## src/hdl/mem_pkg.sv

```systemverilog
// Shared widths and the request operation type for the memory cluster, referenced by scoped names.
package mem_pkg;

  // data word width in bits.
  localparam int unsigned DATA_W = 32;

  localparam int unsigned ADDR_W = 16; // word address width on a channel.

  // one enable bit per byte of the data word.
  localparam int unsigned BE_W = DATA_W / 8;

  // Tag carried with each request and echoed with its response.
  localparam int unsigned ID_W = 4;

  localparam int unsigned BANK_ADDR_W = 6; // word address bits a bank decodes, 64 words.

  // request operation, also returned as the response opcode.
  typedef enum logic {
    MEM_OP_READ  = 1'b0,
    MEM_OP_WRITE = 1'b1
  } mem_op_e;

endpackage

```

## src/hdl/mem_bank.sv

```systemverilog
// Single-port scratchpad bank with byte enables and a stall input, one per multiplexer port.
`timescale 1ns/1ns

module mem_bank (
  input  logic                       clk_i,
  input  logic                       rst_ni,
  input  logic                       stall,
  input  logic                       req,
  input  logic [mem_pkg::ADDR_W-1:0] add,
  input  mem_pkg::mem_op_e           op,
  input  logic [mem_pkg::BE_W-1:0]   be,
  input  logic [mem_pkg::DATA_W-1:0] data,
  input  logic [mem_pkg::ID_W-1:0]   id,
  output logic                       gnt,
  output logic                       r_valid,
  output logic [mem_pkg::DATA_W-1:0] r_data,
  output logic [mem_pkg::ID_W-1:0]   r_id,
  output mem_pkg::mem_op_e           r_opc
);

  localparam int unsigned WORDS = 2 ** mem_pkg::BANK_ADDR_W;

  logic [mem_pkg::DATA_W-1:0]      mem_q [WORDS];
  logic [mem_pkg::BANK_ADDR_W-1:0] word_addr;
  logic                            access;

  assign gnt       = ~stall;                             // the bank is ready unless held off.
  assign access    = req & gnt;
  assign word_addr = add[mem_pkg::BANK_ADDR_W-1:0];      // upper address bits are ignored.

  always_ff @(posedge clk_i) begin : mem_write
    if (access && op == mem_pkg::MEM_OP_WRITE) begin
      for (int b = 0; b < mem_pkg::BE_W; b++) begin
        if (be[b]) begin
          mem_q[word_addr][8*b +: 8] <= data[8*b +: 8];
        end
      end
    end
  end

  // Reads return the word before any update, writes answer with zero data.
  always_ff @(posedge clk_i) begin : resp_payload
    if (access) begin
      r_data <= (op == mem_pkg::MEM_OP_READ) ? mem_q[word_addr] : '0;
      r_id   <= id;
      r_opc  <= op;
    end
  end

  always_ff @(posedge clk_i or negedge rst_ni) begin : resp_valid
    if (!rst_ni) begin
      r_valid <= 1'b0;
    end else begin
      r_valid <= access; // one response per accepted request.
    end
  end

endmodule

```

## config.mk

```make
export PLATFORM = sky130hd
export DESIGN_NAME = mem_bank
export DESIGN_NICKNAME = d
export VERILOG_FILES = /design/src/hdl/mem_pkg.sv /design/src/hdl/mem_bank.sv
export SDC_FILE = /design/constraint.sdc
export NUM_CORES = 2
export LEC_CHECK = 0
export ABC_AREA = 0
export BUFFER_PORTS_ARGS = -buffer_cell sky130_fd_sc_hd__buf_2
export CAP_MARGIN = 20
export CORE_ASPECT_RATIO = 1.25
export CORE_MARGIN = 2
export CORE_UTILIZATION = 25
export DETAILED_ROUTE_END_ITERATION = 16
export PLACE_DENSITY_LB_ADDON = 0.2
export SLEW_MARGIN = 10
export SYNTH_ARGS = -nofsm -noshare
export SYNTH_HDL_FRONTEND = slang
export SYNTH_SLANG_ARGS = --single-unit
```

## constraint.sdc

```tcl
create_clock -name clk_i -period 3.9 [get_ports clk_i]
set_input_delay 0.195 -clock clk_i [delete_from_list [all_inputs] [get_ports clk_i]]
set_output_delay 0.195 -clock clk_i [all_outputs]
set_load 0.01 [all_outputs]
```

; After elaboration in Yosys (flattened, before gate mapping)
; Memories as Yosys holds them, arrays and structs flattened. A register that Yosys moved wholly into a read port is not among the register bits.
; Cells that the tools add are included.
[word_totals]
mem_bits_ro = 0
register_bits = 6
mem_count = 1
latch_bits = 0
input_bits = 61
ram_bits = 2048
out_inout_bits = 39
[memory_table]
columns = memory, words, width, rd, rd_clocked_by_memory_dff, wr, line_no
row1 = mem_q, 64, 32, 1, 1, 1, mem_bank.sv:23  ; logic [mem_pkg::DATA_W-1:0] mem_q [WORDS];
[classes]
mux = 12
n_reduce_logical = 1
add_sub_neg = 0
magnitude_cmp = 0
multipliers = 0
shifts = 0
div = 0
n_eq_ne = 0
bitwise_logic = 2
[op_table]
columns = op, count
row1 = $mux 1, 12
row2 = $and 1x1->1, 1
row3 = $logic_and 1x1->1, 1
row4 = $not 1->1, 1

; Logic depth before layout (Yosys ltp)
[depth]
depth_word = 5
mapped_depth = 11

; Least setup slack after synthesis
; Ideal clock, no wire load.
[synth_path]
kind = input port to flip-flop
startpoint = in stall
endpoint = mem mem_q[10][0] in the netlist's numbering (enable)
path_slack_ps = 377
n_path_buf = 2
setup_ps = 370
path_stages = 6
t_required_ps = 3530
arrival_time_ps = 3153
path_cell_list = nor2b_1 -> and2_1 -> clkbuf_1 -> nand2_1 -> clkbuf_1 -> nor2_1
[synth_via]
elab_chain_cells = 5
[synth_rtl]
columns = element, line_no
row1 = from (decl), mem_bank.sv:7  ; input logic stall,
row2 = $not 1->1, mem_bank.sv:27  ; assign gnt = ~stall;
row3 = $and 1x1->1, mem_bank.sv:28  ; assign access = req & gnt;
row4 = $logic_and 1x1->1, mem_bank.sv:32  ; if (access && op == mem_pkg::MEM_OP_WRITE) begin
row5 = $mux 1, mem_bank.sv:32
row6 = $mux 1 (not written as such), mem_bank.sv:35  ; mem_q[word_addr][8*b +: 8] <= data[8*b +: 8];
row7 = to (decl), mem_bank.sv:23
; Every way passes these cells.

==> flow_summary_export.csv <==
group,metric,value,unit
run_status,outcome,"completed",
min_path,hold_start,"data[24]",
logic_synthesis,synth_fp_nets,4867,
sta,hold_viol,0,
placed_design,place_area,0.08914,mm^2
grt,grt_max_degree,88,
logic_synthesis,ys_seq_area_frac,0.7782,
logic_synthesis,synth_area_leaders,"edfxtp_1, a22oi_1, a221oi_1",
die,die_w,511.5,um
min_path,holdCritPathClass,"in -> reg",
power,power.density,495.6,mW/mm^2
route,vias,48658,
clock_tree,cts_max_level,4,
setup_path,worstReg2RegStart,"mem_q[13][15]",
placed_design,dpl.hpwl,200.0,mm
grt,grt_pass1_wl,408.9,mm
setup_path,crit_buf_inv,0,
final_layout,design_area,0.09624,mm^2
clock_tree,cts-root-buf,"clkbuf_16",
clock_tree,cts_max_path_buffers,4,
power,ir_worst_vdd,332.7,uV
sta,tns,0,ns
logic_synthesis,ys_seq_elements,2086,
clock_tree,cts_made_buffers,219,
setup_path,reg2reg_to,"r_data[15]",
logic_synthesis,synth_top_flop_cell,"edfxtp_1",
route,dr.pass1.iters,6,
clock_tree,clk_pin_slew,0.06,ns
final_layout,final_common_cell,"edfxtp_1",
clock_tree,cts_setup_buffers,0,
logic_synthesis,async_reset_ff_frac,0.0004794,
sta,fmax,369.2,MHz
final_layout,filler_cell_count,31701,
setup_path,startpoint_type,"flip-flop",
logic_synthesis,syn_inst,4806,
die,start_util,0.2516,
logic_synthesis,synth_top_area_cell,"edfxtp_1",
placed_design,gp_routability_congestion,0.8208,
grt,antenna_found_initial,27,
sta,tightest_slew,1.059,ns
clock_tree,clock_latency,0.89,ns
route,wl_per_cell,30.89,um
grt,grt_use_total,0.1783,
run,maxCapViolCount,0,
setup_path,critical_path_arrival,3.26,ns
final_layout,fin_util,0.3008,
clock_tree,cts.sinks,2086,
sta,post-route-period-util,0.6944,
min_path,whs_endpoint,"mem_q[37][24]",
sta,setup_viol,0,
setup_path,required,4.45,ns
sta,fin_worst_skew,0.06375,ns
die,io-pin-count,100,
logic_synthesis,ys_types,59,
sta,rsz0062_at_grt,"false",
route,drt_wl_total,299.5,mm
logic_synthesis,synth_edf_count,2085,
logic_synthesis,ys_warn_count,0,
sta,slew_viol_final,0,
clock_tree,cts_tree,"yes",
setup_path,critPathMaxStageDelay,0.48,ns
die,die_height,638.4,um
die,coreArea,0.3199,mm^2
die,die-area,0.3265,mm^2
logic_synthesis,syn_avg_cell_area,16.75,um^2
power,power_leakage,30.29,nW
clock_tree,cts-hold-fix-buffers,38,
sta,max-slew-margin-rel,0.2924,
sta,hold_slack,0.01275,ns
final_layout,final_cell_mix,"edfxtp_1, buf_4, nor2_1, a22oi_1, a221oi_1",
grt,overflow,0,
setup_path,critPathLaunch,"mem_q[13][15]",
final_layout,nNetsFinal,5383,
setup_path,crit_family,"compound AO/OA/AOI/OAI gates",
die,core.rowCount,232,
logic_synthesis,synth_top_cell_area_share,0.7779,
grt,grt_pass1_vias,48232,
route,vias_per_cell,5.018,
setup_path,cpMaxStageDelayCell,"mux4_2",
sta,finalCriticalPeriod,2.708,ns
min_path,holdPathStages,1,
placed_design,io_buffers,89,
setup_path,reg2reg_setup_slack,1.19,ns
setup_path,endpoint_kind,"flip-flop",
setup_path,crit_fanout,1,
logic_synthesis,syn-cell-area,0.08049,mm^2
setup_path,worstPathCellList,"mux4_2 -> mux2i_1 -> o22ai_1 -> a2111oi_1 -> a41oi_1",
final_layout,area_growth,19.57,%
clock_tree,cts_resized,0,
final_layout,stdcell_count,9696,
route,drc_errors,0,
route,drtIter0Drc,5068,
route,final_antenna_net_count,0,
placed_design,dp.cells,9275,
setup_path,r2r_cells,5,
setup_path,critPathKind,"reg -> reg",
final_layout,layout-drive-gt1-share,0.1936,
## per-layer routing
layer / share of wire / GRT usage / wire length [um] / up-vias
li1: - / - / - / 20752
met2: 0.49 / 0.3044 / 146600 / 1671
met1: 0.41 / 0.2234 / 121500 / 25770
met5: 0.00012 / 0 / 37 / -
met3: 0.056 / 0.02714 / 16880 / 459
met4: 0.048 / 0.07686 / 14390 / 6
## flip-flops by register name (all words and copies together), names as in the netlist
| name | count |
|---|---|
| mem_q | 2048 |
| r_data | 32 |
| r_id | 4 |
| r_opc | 1 |
| r_valid | 1 |
## power by group
| part | total (mW) | internal [mW] | switching [mW] |
|---|---|---|---|
| Sequential | 24.7 | 24.7 | 0.0318 |
| Combinational | 2.77 | 0.779 | 1.99 |
| Clock | 20.2 | 11.5 | 8.68 |
## cell usage after synthesis (11+ instances only)
cell type / count
nor3_1: 63
a2bb2oi_1: 13
nor2b_1: 15
a22oi_1: 377
mux2_2: 93
a31oi_1: 25
a2111oi_0: 18
o211ai_1: 22
clkbuf_1: 146
buf_2: 179
buf_1: 24
o22ai_1: 115
buf_4: 29
inv_1: 11
nor2_1: 391
a21oi_1: 137
nand2_1: 148
nand3_1: 11
a221oi_1: 268
o211a_1: 15
o221ai_1: 26
a211oi_1: 42
a221o_1: 30
mux2i_1: 161
o21ai_0: 120
and3_1: 15
edfxtp_1: 2085
a41oi_1: 25
a22o_1: 85
a222oi_1: 18
## per-stage QoR
stage / setup slack [ns] / power (mW)
2_1_floorplan: 0.3766 / 26.42
3_3_place_gp: 0.4504 / 27.98
3_5_place_dp: 0.5069 / 27.99
4_1_cts: 1.227 / 48.20
5_1_grt: 1.161 / 49.08
6_report: 1.192 / 47.69
## cells by family (layout without fill, tap and decap cells)
logic type | count (synthesis) | after routing | share of synthesized area
buf+inv | 395 | 1063 | 0.02302
mux | 262 | 262 | 0.03527
other cells | 0 | 10 | 0
simple gates | 692 | 692 | 0.03656
flops | 2086 | 2086 | 0.7782
compound gates | 1371 | 1371 | 0.1270
## worst register-to-register path: stages, from the launching register on
cell and delay, ns:
edfxtp_1 0.36, mux4_2 0.48, mux2i_1 0.45, o22ai_1 0.29, a2111oi_1 0.46, a41oi_1 0.33
## final cells by class
type                    count  area, um^2  share of cell area
flip-flops and latches   2086       62640              0.6508
multi-input cells        2325       16120              0.1675
clock buffers             273        5768             0.05994
repair buffers            678        5450             0.05663
well taps                4212        5270             0.05476
clock inverters           100       920.9            0.009569
inverters                  12       47.55           0.0004940
diodes                     10       25.02           0.0002600
## how the worst max path moves through the flow
stage                         end  slack (ns)  depth (start not counted)
floorplan            mem_q[10][0]        0.38                          6
global placement    mem_q[16][10]        0.45                          6
detailed placement      r_data[1]        0.51                          8
CTS                    r_data[15]        1.23                          5
global route           r_data[15]        1.16                          5
finish                 r_data[15]        1.19                          5
(Power assumes the default switching activity.)
