**config.mk**
```make
export PLATFORM = sky130hd
export DESIGN_NAME = req_queue
export DESIGN_NICKNAME = d
export VERILOG_FILES = /design/src/hdl/mem_pkg.sv /design/src/hdl/req_queue.sv
export SDC_FILE = /design/constraint.sdc
export NUM_CORES = 1
export LEC_CHECK = 0
export ABC_CLOCK_PERIOD_IN_PS = 3700
export BUFFER_PORTS_ARGS = -buffer_cell sky130_fd_sc_hd__buf_2
export CORE_MARGIN = 4
export CORE_UTILIZATION = 50
export CTS_CLUSTER_DIAMETER = 50
export CTS_CLUSTER_SIZE = 8
export DETAILED_ROUTE_END_ITERATION = 10
export PLACE_DENSITY = 0.78
export SLEW_MARGIN = 20
export SYNTH_ARGS = -nofsm -noshare
export SYNTH_HDL_FRONTEND = slang
export SYNTH_SLANG_ARGS = --single-unit
```
**constraint.sdc**
```tcl
create_clock -name clk_i -period 3.7 [get_ports clk_i]
set_input_delay 0.555 -clock clk_i [delete_from_list [all_inputs] [get_ports clk_i]]
set_output_delay 0.555 -clock clk_i [all_outputs]
set_load 0.005 [all_outputs]
```
**src/hdl/mem_pkg.sv**
```systemverilog
// Shared widths and the request operation type for the memory cluster, referenced by scoped names.
package mem_pkg;

  // data word width in bits.
  localparam int unsigned DATA_W = 32;

  localparam int unsigned ADDR_W = 16; // word address width on a channel.

  // one enable bit per byte of the data word.
  localparam int unsigned BE_W = DATA_W / 8;

  // Tag carried with each request and echoed with its response.
  localparam int unsigned ID_W = 4;

  localparam int unsigned BANK_ADDR_W = 6; // word address bits a bank decodes, 64 words.

  // request operation, also returned as the response opcode.
  typedef enum logic {
    MEM_OP_READ  = 1'b0,
    MEM_OP_WRITE = 1'b1
  } mem_op_e;

endpackage

```
**src/hdl/req_queue.sv**
```systemverilog
// Per-channel request FIFO placed between an initiator and the multiplexer in the cluster top.
`timescale 1ns/1ns

module req_queue #(
  parameter int unsigned QUEUE_DEPTH = 4
) (
  input  logic                          clk_i,
  input  logic                          rst_ni,
  input  logic                          clear_i,
  // upstream side, towards the initiator.
  input  logic                          req,
  output logic                          gnt,
  input  logic [mem_pkg::ADDR_W-1:0]    add,
  input  mem_pkg::mem_op_e              op,
  input  logic [mem_pkg::BE_W-1:0]      be,
  input  logic [mem_pkg::DATA_W-1:0]    data,
  input  logic [mem_pkg::ID_W-1:0]      id,
  output logic                          r_valid,
  output logic [mem_pkg::DATA_W-1:0]    r_data,
  output logic [mem_pkg::ID_W-1:0]      r_id,
  output mem_pkg::mem_op_e              r_opc,
  // downstream side, towards the multiplexer.
  output logic                          dn_req,
  input  logic                          dn_gnt,
  output logic [mem_pkg::ADDR_W-1:0]    dn_add,
  output mem_pkg::mem_op_e              dn_op,
  output logic [mem_pkg::BE_W-1:0]      dn_be,
  output logic [mem_pkg::DATA_W-1:0]    dn_data,
  output logic [mem_pkg::ID_W-1:0]      dn_id,
  input  logic                          dn_r_valid,
  input  logic [mem_pkg::DATA_W-1:0]    dn_r_data,
  input  logic [mem_pkg::ID_W-1:0]      dn_r_id,
  input  mem_pkg::mem_op_e              dn_r_opc
);

  localparam int unsigned PTR_W = (QUEUE_DEPTH > 1) ? $clog2(QUEUE_DEPTH) : 1;
  localparam int unsigned CNT_W = $clog2(QUEUE_DEPTH + 1);

  logic [mem_pkg::ADDR_W-1:0] add_q  [QUEUE_DEPTH];
  mem_pkg::mem_op_e           op_q   [QUEUE_DEPTH];
  logic [mem_pkg::BE_W-1:0]   be_q   [QUEUE_DEPTH];
  logic [mem_pkg::DATA_W-1:0] data_q [QUEUE_DEPTH];
  logic [mem_pkg::ID_W-1:0]   id_q   [QUEUE_DEPTH];

  logic [PTR_W-1:0] wr_ptr_q, rd_ptr_q;
  logic [CNT_W-1:0] count_q;
  logic             full, empty, push, pop;

  assign full  = (count_q == CNT_W'(QUEUE_DEPTH));
  assign empty = (count_q == '0);
  assign gnt   = ~full;           // space left means the initiator may hand over a request.
  assign push  = req & gnt;
  assign dn_req = ~empty;
  assign pop   = dn_req & dn_gnt;

  // the head entry is presented downstream directly from storage.
  assign dn_add  = add_q[rd_ptr_q];
  assign dn_op   = op_q[rd_ptr_q];
  assign dn_be   = be_q[rd_ptr_q];
  assign dn_data = data_q[rd_ptr_q];
  assign dn_id   = id_q[rd_ptr_q];

  // Responses do not touch the queue and return in the same cycle.
  assign r_valid = dn_r_valid;
  assign r_data  = dn_r_data;
  assign r_id    = dn_r_id;
  assign r_opc   = dn_r_opc;

  always_ff @(posedge clk_i) begin : storage_write
    if (push) begin
      add_q[wr_ptr_q]  <= add;
      op_q[wr_ptr_q]   <= op;
      be_q[wr_ptr_q]   <= be;
      data_q[wr_ptr_q] <= data;
      id_q[wr_ptr_q]   <= id;
    end
  end

  always_ff @(posedge clk_i or negedge rst_ni) begin : pointers
    if (!rst_ni) begin
      wr_ptr_q <= '0;
      rd_ptr_q <= '0;
      count_q  <= '0;
    end else if (clear_i) begin
      wr_ptr_q <= '0;
      rd_ptr_q <= '0;
      count_q  <= '0;
    end else begin
      if (push) begin
        wr_ptr_q <= (wr_ptr_q == PTR_W'(QUEUE_DEPTH - 1)) ? '0 : wr_ptr_q + 1'b1;
      end
      if (pop) begin
        rd_ptr_q <= (rd_ptr_q == PTR_W'(QUEUE_DEPTH - 1)) ? '0 : rd_ptr_q + 1'b1;
      end
      case ({push, pop})
        2'b10:   count_q <= count_q + 1'b1;
        2'b01:   count_q <= count_q - 1'b1;
        default: count_q <= count_q; // both or neither leave the fill level unchanged.
      endcase
    end
  end

  // The multiplexer must never grant this queue while it holds nothing.
  no_pop_when_empty: assert property (
    @(posedge clk_i) disable iff (!rst_ni) dn_gnt |-> !empty
  );

endmodule

```
Word level (Yosys, flattened, before mapping)
Memories as Yosys holds them, arrays and structs flattened.
Index checks and enable logic that the tools add are counted.
{"block": "totals", "reg_bits": 7, "ram_bits": 228, "output_inout_bits": 97, "elab_cells": 35, "n_memories": 5}
{"block": "op_classes", "n_addsub": 4, "eq_ne": 5, "n_mux": 10, "n_bitwise": 4, "n_reduce_logical": 4}
{"memory": "data_q", "depth": 4, "word_bits": 32, "rd": 1, "rd_ports_with_merged_regs": 0, "wr": 1, "line": "req_queue.sv:42", "text": "logic [mem_pkg::DATA_W-1:0] data_q [QUEUE_DEPTH];"}
{"memory": "add_q", "depth": 4, "word_bits": 16, "rd": 1, "rd_ports_with_merged_regs": 0, "wr": 1, "line": "req_queue.sv:39", "text": "logic [mem_pkg::ADDR_W-1:0] add_q [QUEUE_DEPTH];"}
{"memory": "be_q", "depth": 4, "word_bits": 4, "rd": 1, "rd_ports_with_merged_regs": 0, "wr": 1, "line": "req_queue.sv:41", "text": "logic [mem_pkg::BE_W-1:0] be_q [QUEUE_DEPTH];"}
{"memory": "id_q", "depth": 4, "word_bits": 4, "rd": 1, "rd_ports_with_merged_regs": 0, "wr": 1, "line": "req_queue.sv:43", "text": "logic [mem_pkg::ID_W-1:0] id_q [QUEUE_DEPTH];"}
{"memory": "op_q", "depth": 4, "word_bits": 1, "rd": 1, "rd_ports_with_merged_regs": 0, "wr": 1, "line": "req_queue.sv:40", "text": "mem_pkg::mem_op_e op_q [QUEUE_DEPTH];"}
{"cell": "$mux 2", "count": 6}
{"cell": "$eq 2x2->1 const B", "count": 3}
{"cell": "$pmux 3 s2", "count": 1}
{"cell": "$add 2x1->2 const B", "count": 2}
{"cell": "$reduce_bool 2->1", "count": 2}
{"cell": "$add 3x1->3 const B", "count": 1}
{"cell": "$eq 3x3->1 const B", "count": 1}
{"cell": "$logic_not 3->1", "count": 1}
{"cell": "$mux 3", "count": 1}
{"cell": "$reduce_bool 3->1", "count": 1}
{"cell": "$sub 3x1->3 const B", "count": 1}
{"cell": "$and 1x1->1", "count": 2}
{"cell": "$eq 2x1->1 const B", "count": 1}
{"cell": "$mux 1", "count": 2}
{"cell": "$not 1->1", "count": 2}

Logic depth before layout (Yosys ltp)
{"block": "logic_depth", "word_depth": 6, "ltp_mapped": 7}

Least setup slack after synthesis
OpenSTA, ideal clock, no wires.
{"block": "synth_timing", "path_type": "flip-flop to flip-flop", "from": "register count_q[1]", "to": "memory add_q[0][0] in the netlist's numbering (enable)", "t_arrival_ns": 2.285, "t_required_ns": 3.279, "slack_ns": 0.994, "path_stages_with_launch": 5, "path_buffers": 1, "period_less_slack_ns": 2.706, "path_cell_list": "dfrtp_1 -> clkbuf_1 -> nor3b_1 -> inv_1 -> and3_1"}
{"block": "synth_between", "elab_chain_len": 5}
{"item": "start, declared", "line": "req_queue.sv:46", "text": "logic [CNT_W-1:0] count_q;"}
{"item": "start signal, assigned", "line": "req_queue.sv:96", "text": "2'b10: count_q <= count_q + 1'b1;"}
{"item": "start signal, assigned", "line": "req_queue.sv:97", "text": "2'b01: count_q <= count_q - 1'b1;"}
{"item": "start signal, assigned", "line": "req_queue.sv:98", "text": "default: count_q <= count_q;"}
{"item": "$eq 3x3->1", "line": "req_queue.sv:49", "text": "assign full = (count_q == CNT_W'(QUEUE_DEPTH));"}
{"item": "$not 1->1", "line": "req_queue.sv:51", "text": "assign gnt = ~full;"}
{"item": "named net gnt", "line": "req_queue.sv:12", "text": "output logic gnt,"}
{"item": "$and 1x1->1", "line": "req_queue.sv:52", "text": "assign push = req & gnt;"}
{"item": "$mux 1", "line": "req_queue.sv:70", "text": "if (push) begin"}
{"item": "$mux 1 (not written as such)", "line": "req_queue.sv:71", "text": "add_q[wr_ptr_q] <= add;"}
{"item": "end, declared", "line": "req_queue.sv:39"}
The timed path passes the listed nets, and every way through them passes these cells.

Final worst setup path
{"block": "layout_timing", "from": "register rd_ptr_q[0]", "to": "output port dn_data[10] in the netlist's numbering"}
{"block": "layout_between", "elab_chain_len": 1}
{"item": "start, declared", "line": "req_queue.sv:45", "text": "logic [PTR_W-1:0] wr_ptr_q, rd_ptr_q;"}
{"item": "start signal, assigned", "line": "req_queue.sv:93", "text": "rd_ptr_q <= (rd_ptr_q == PTR_W'(QUEUE_DEPTH - 1)) ? '0 : rd_ptr_q + 1'b1;"}
{"item": "$mem_v2 4x32"}
{"item": "end, declared", "line": "req_queue.sv:28", "text": "output logic [mem_pkg::DATA_W-1:0] dn_data,"}
No other way between the ends.

==> qor.yml <==
cells_and_area:
  nFillCells: 1299
  post-route-util_pct: 59.3
  final_area_mm2: 0.0107
  area_growth_pct: 16.8
  nets: 617
  instances_no_fill: 754
  drive_gt1_share_pct: 42.9
  multiInputGateArea_mm2: 0.00166
  regArea_mm2: 0.00703
route:
  vias: 4224
  antenna_left: 0
  drcViolationCount: 0
  routed_via_density: 5.60
  wl_per_cell_um: 22.2
  routed_wl_um: 16800
  drt_iter0_markers: 297
  drt_first_pass_iters: 4
floorplan:
  die_h_um: 143
  rows: 49
  io_pins: 197
  core_mm2: 0.0180
  fp.dieW_um: 143
  start_util_pct: 50.7
  design.die.area_mm2: 0.0205
cts:
  cts.path.max_buffers: 3
  cts-root-buf: "clkbuf_16"
  h-tree-depth: 2
  clkSinkCount: 235
  cts_buffers: 35
  cts_tree: "built"
  cts.clk_slew.worst_paths_ns: 0.05
  cts_resized: 0
  clock_latency_ns: 0.48
grt:
  grt_pass1_wl_um: 25800
  overflow: 0
  grt_pass1_vias: 4635
  grt_use_total_pct: 16.6
  grt_start_max_net_pins: 52
  antenna_found_initial: 0
critical_path:
  cp.arrival_ns: 2.64
  critical_path.max_fanout: 51
  end_kind: "primary output"
  path_class: "flop to primary output"
  slowest_delay_ns: 1.09
  path_buf_inv: 2
  cp_slowest_cell: "dfrtp_4"
  cp_cell_sequence: "buf_4, mux4_2, buf_2"
  crit_family: "flip-flops"
  required_ns: 3.14
  startpoint_type: "flop"
synth:
  syn_nets: 508
  synthTopCellsByCount: "edfxtp_1, mux4_2, buf_4"
  synth.area.top_cells: "edfxtp_1, mux4_2, buf_4, dfrtp_1, mux4_1"
  yosysTopAreaCell: "edfxtp_1"
  synthCells: 402
  async_reset_ff_share_pct: 2.98
  post-synth-top-count-cell: "edfxtp_1"
  yosysSeqAreaShare_pct: 77.0
  synth_top_area_share_pct: 75.1
  yosysUniqueCellTypes: 35
  synth-seq-cells: 235
  synth-edff-count: 228
  ys.warnings.count: 0
  netlist_area_mm2: 0.00911
  avgSynthCellArea_um2: 22.7
  yosys_most_used_dff: "edfxtp_1"
sta:
  finalMaxSlewViolations: 0
  rsz0062_at_grt: "false"
  min_period_ns: 3.19
  holdWs_ns: 0.296
  tns_ns: 0
  finalHoldViolCount: 0
  max_freq_ghz: 0.313
  max_slew_margin_pct: 34.0
  fin_skew_ns: 0.00706
  layout_setup_ws_ns: 0.508
  post-route-period-util_pct: 86.3
  setup_viol: 0
  worst_pin_slew_ns: 0.990
power:
  p_total_mw: 6.75
  comb_power_share_pct: 10.8
  p_leak_nw: 3.64
  p_sw_share_pct: 21.5
  p_clk_share_pct: 41.2
  p_int_mw: 5.30
  vdd_drop_max_mv: 0.465
  pwr-share-seq_pct: 48.0
  power.density_mw_per_mm2: 634
  power.net_switching_mw: 1.45
run_status:
  status: "completed"
place:
  routabilityCongestion: 0.682
  hpwl_um: 10300
  dp_cells: 702
  place_area_mm2: 0.00966
  pre_cts_ws_ns: 0.924
  portBuffers: 120
worst_hold_path:
  worstHoldPathType: "input port to flop"
flow_run:
  maxCapViolations: 0
-- kinds of logic after synthesis --
group	synth area share (%)
buffers and inverters	4.76
adder cells (fa/ha/maj)	0.906
XOR/XNOR	0.0961
AND/OR/NAND/NOR	1.61
AO/OA/AOI/OAI	1.19
multiplexers	14.4
flip-flops	77.0
-- power by group through the flow --
stage	sequential, mW	combinational [mW]	clock [mW]
floorplan	3.19	0.566	0
global placement	3.28	0.716	0
detailed placement	3.29	0.739	0
CTS	3.25	0.745	2.85
global route	3.26	0.789	2.98
finish	3.24	0.727	2.78
-- layout by cell type (no fill, tap or decap), types with 2 or more instances in the layout --
| cell | n |
|---|---|
| edfxtp_1 | 228 |
| nand3_1 | 3 |
| nand3b_1 | 2 |
| inv_1 | 5 |
| a21oi_1 | 7 |
| dfrtp_1 | 5 |
| mux4_2 | 52 |
| buf_4 | 6 |
| clkbuf_16 | 37 |
| clkbuf_1 | 11 |
| nand2b_1 | 5 |
| nor3b_1 | 2 |
| or3_1 | 3 |
| mux4_1 | 5 |
| o21ai_0 | 3 |
| buf_2 | 120 |
| ha_1 | 5 |
| and3_2 | 4 |
-- path summary, 6_finish.rpt --
path                            depth (start not counted)        start  slack (ns)             to
worst max-delay path                                    3  rd_ptr_q[0]        0.51    dn_data[10]
worst min-delay path                                    1     data[15]        0.30  data_q[2][15]
worst max register to register                          4   count_q[0]        1.23    add_q[0][7]
worst min register to register                          2  wr_ptr_q[1]        0.59    wr_ptr_q[1]
max in group asynchronous                               2       rst_ni        3.02    rd_ptr_q[0]
min in group asynchronous                               2       rst_ni        0.48    wr_ptr_q[1]
-- layer usage --
layer	vias to the layer above	wire [µm]	GRT usage (%)	part of all wire (%)
li1	1847	-	-	-
met1	2188	6520	20.4	39
met2	138	8620	28.5	51
met3	51	1180	4.72	7.0
met4	0	464	5.95	2.8
met5	-	0	0	0
-- registers in the layout (all words and copies together), names as in the netlist --
register / count
data_q: 128
add_q: 64
be_q: 16
id_q: 16
op_q: 4
count_q: 3
rd_ptr_q: 2
wr_ptr_q: 2
-- timing repair --
item	CTS	global route
hold buffers	1	0
buffers inserted	0	0
hold endpoints to repair	7	0
-- area by class of cell --
| cell class | instances | area share, % |
|---|---|---|
| flip-flops and latches | 235 | 66.0 |
| clock inverters | 2 | 0.0822 |
| diodes | 1 | 0.0235 |
| multi-input cells | 106 | 15.6 |
| repair buffers | 128 | 6.34 |
| clock buffers | 48 | 9.08 |
| inverters | 5 | 0.176 |
| well taps | 229 | 2.69 |
Note: power is estimated with default switching activity, not from simulation.
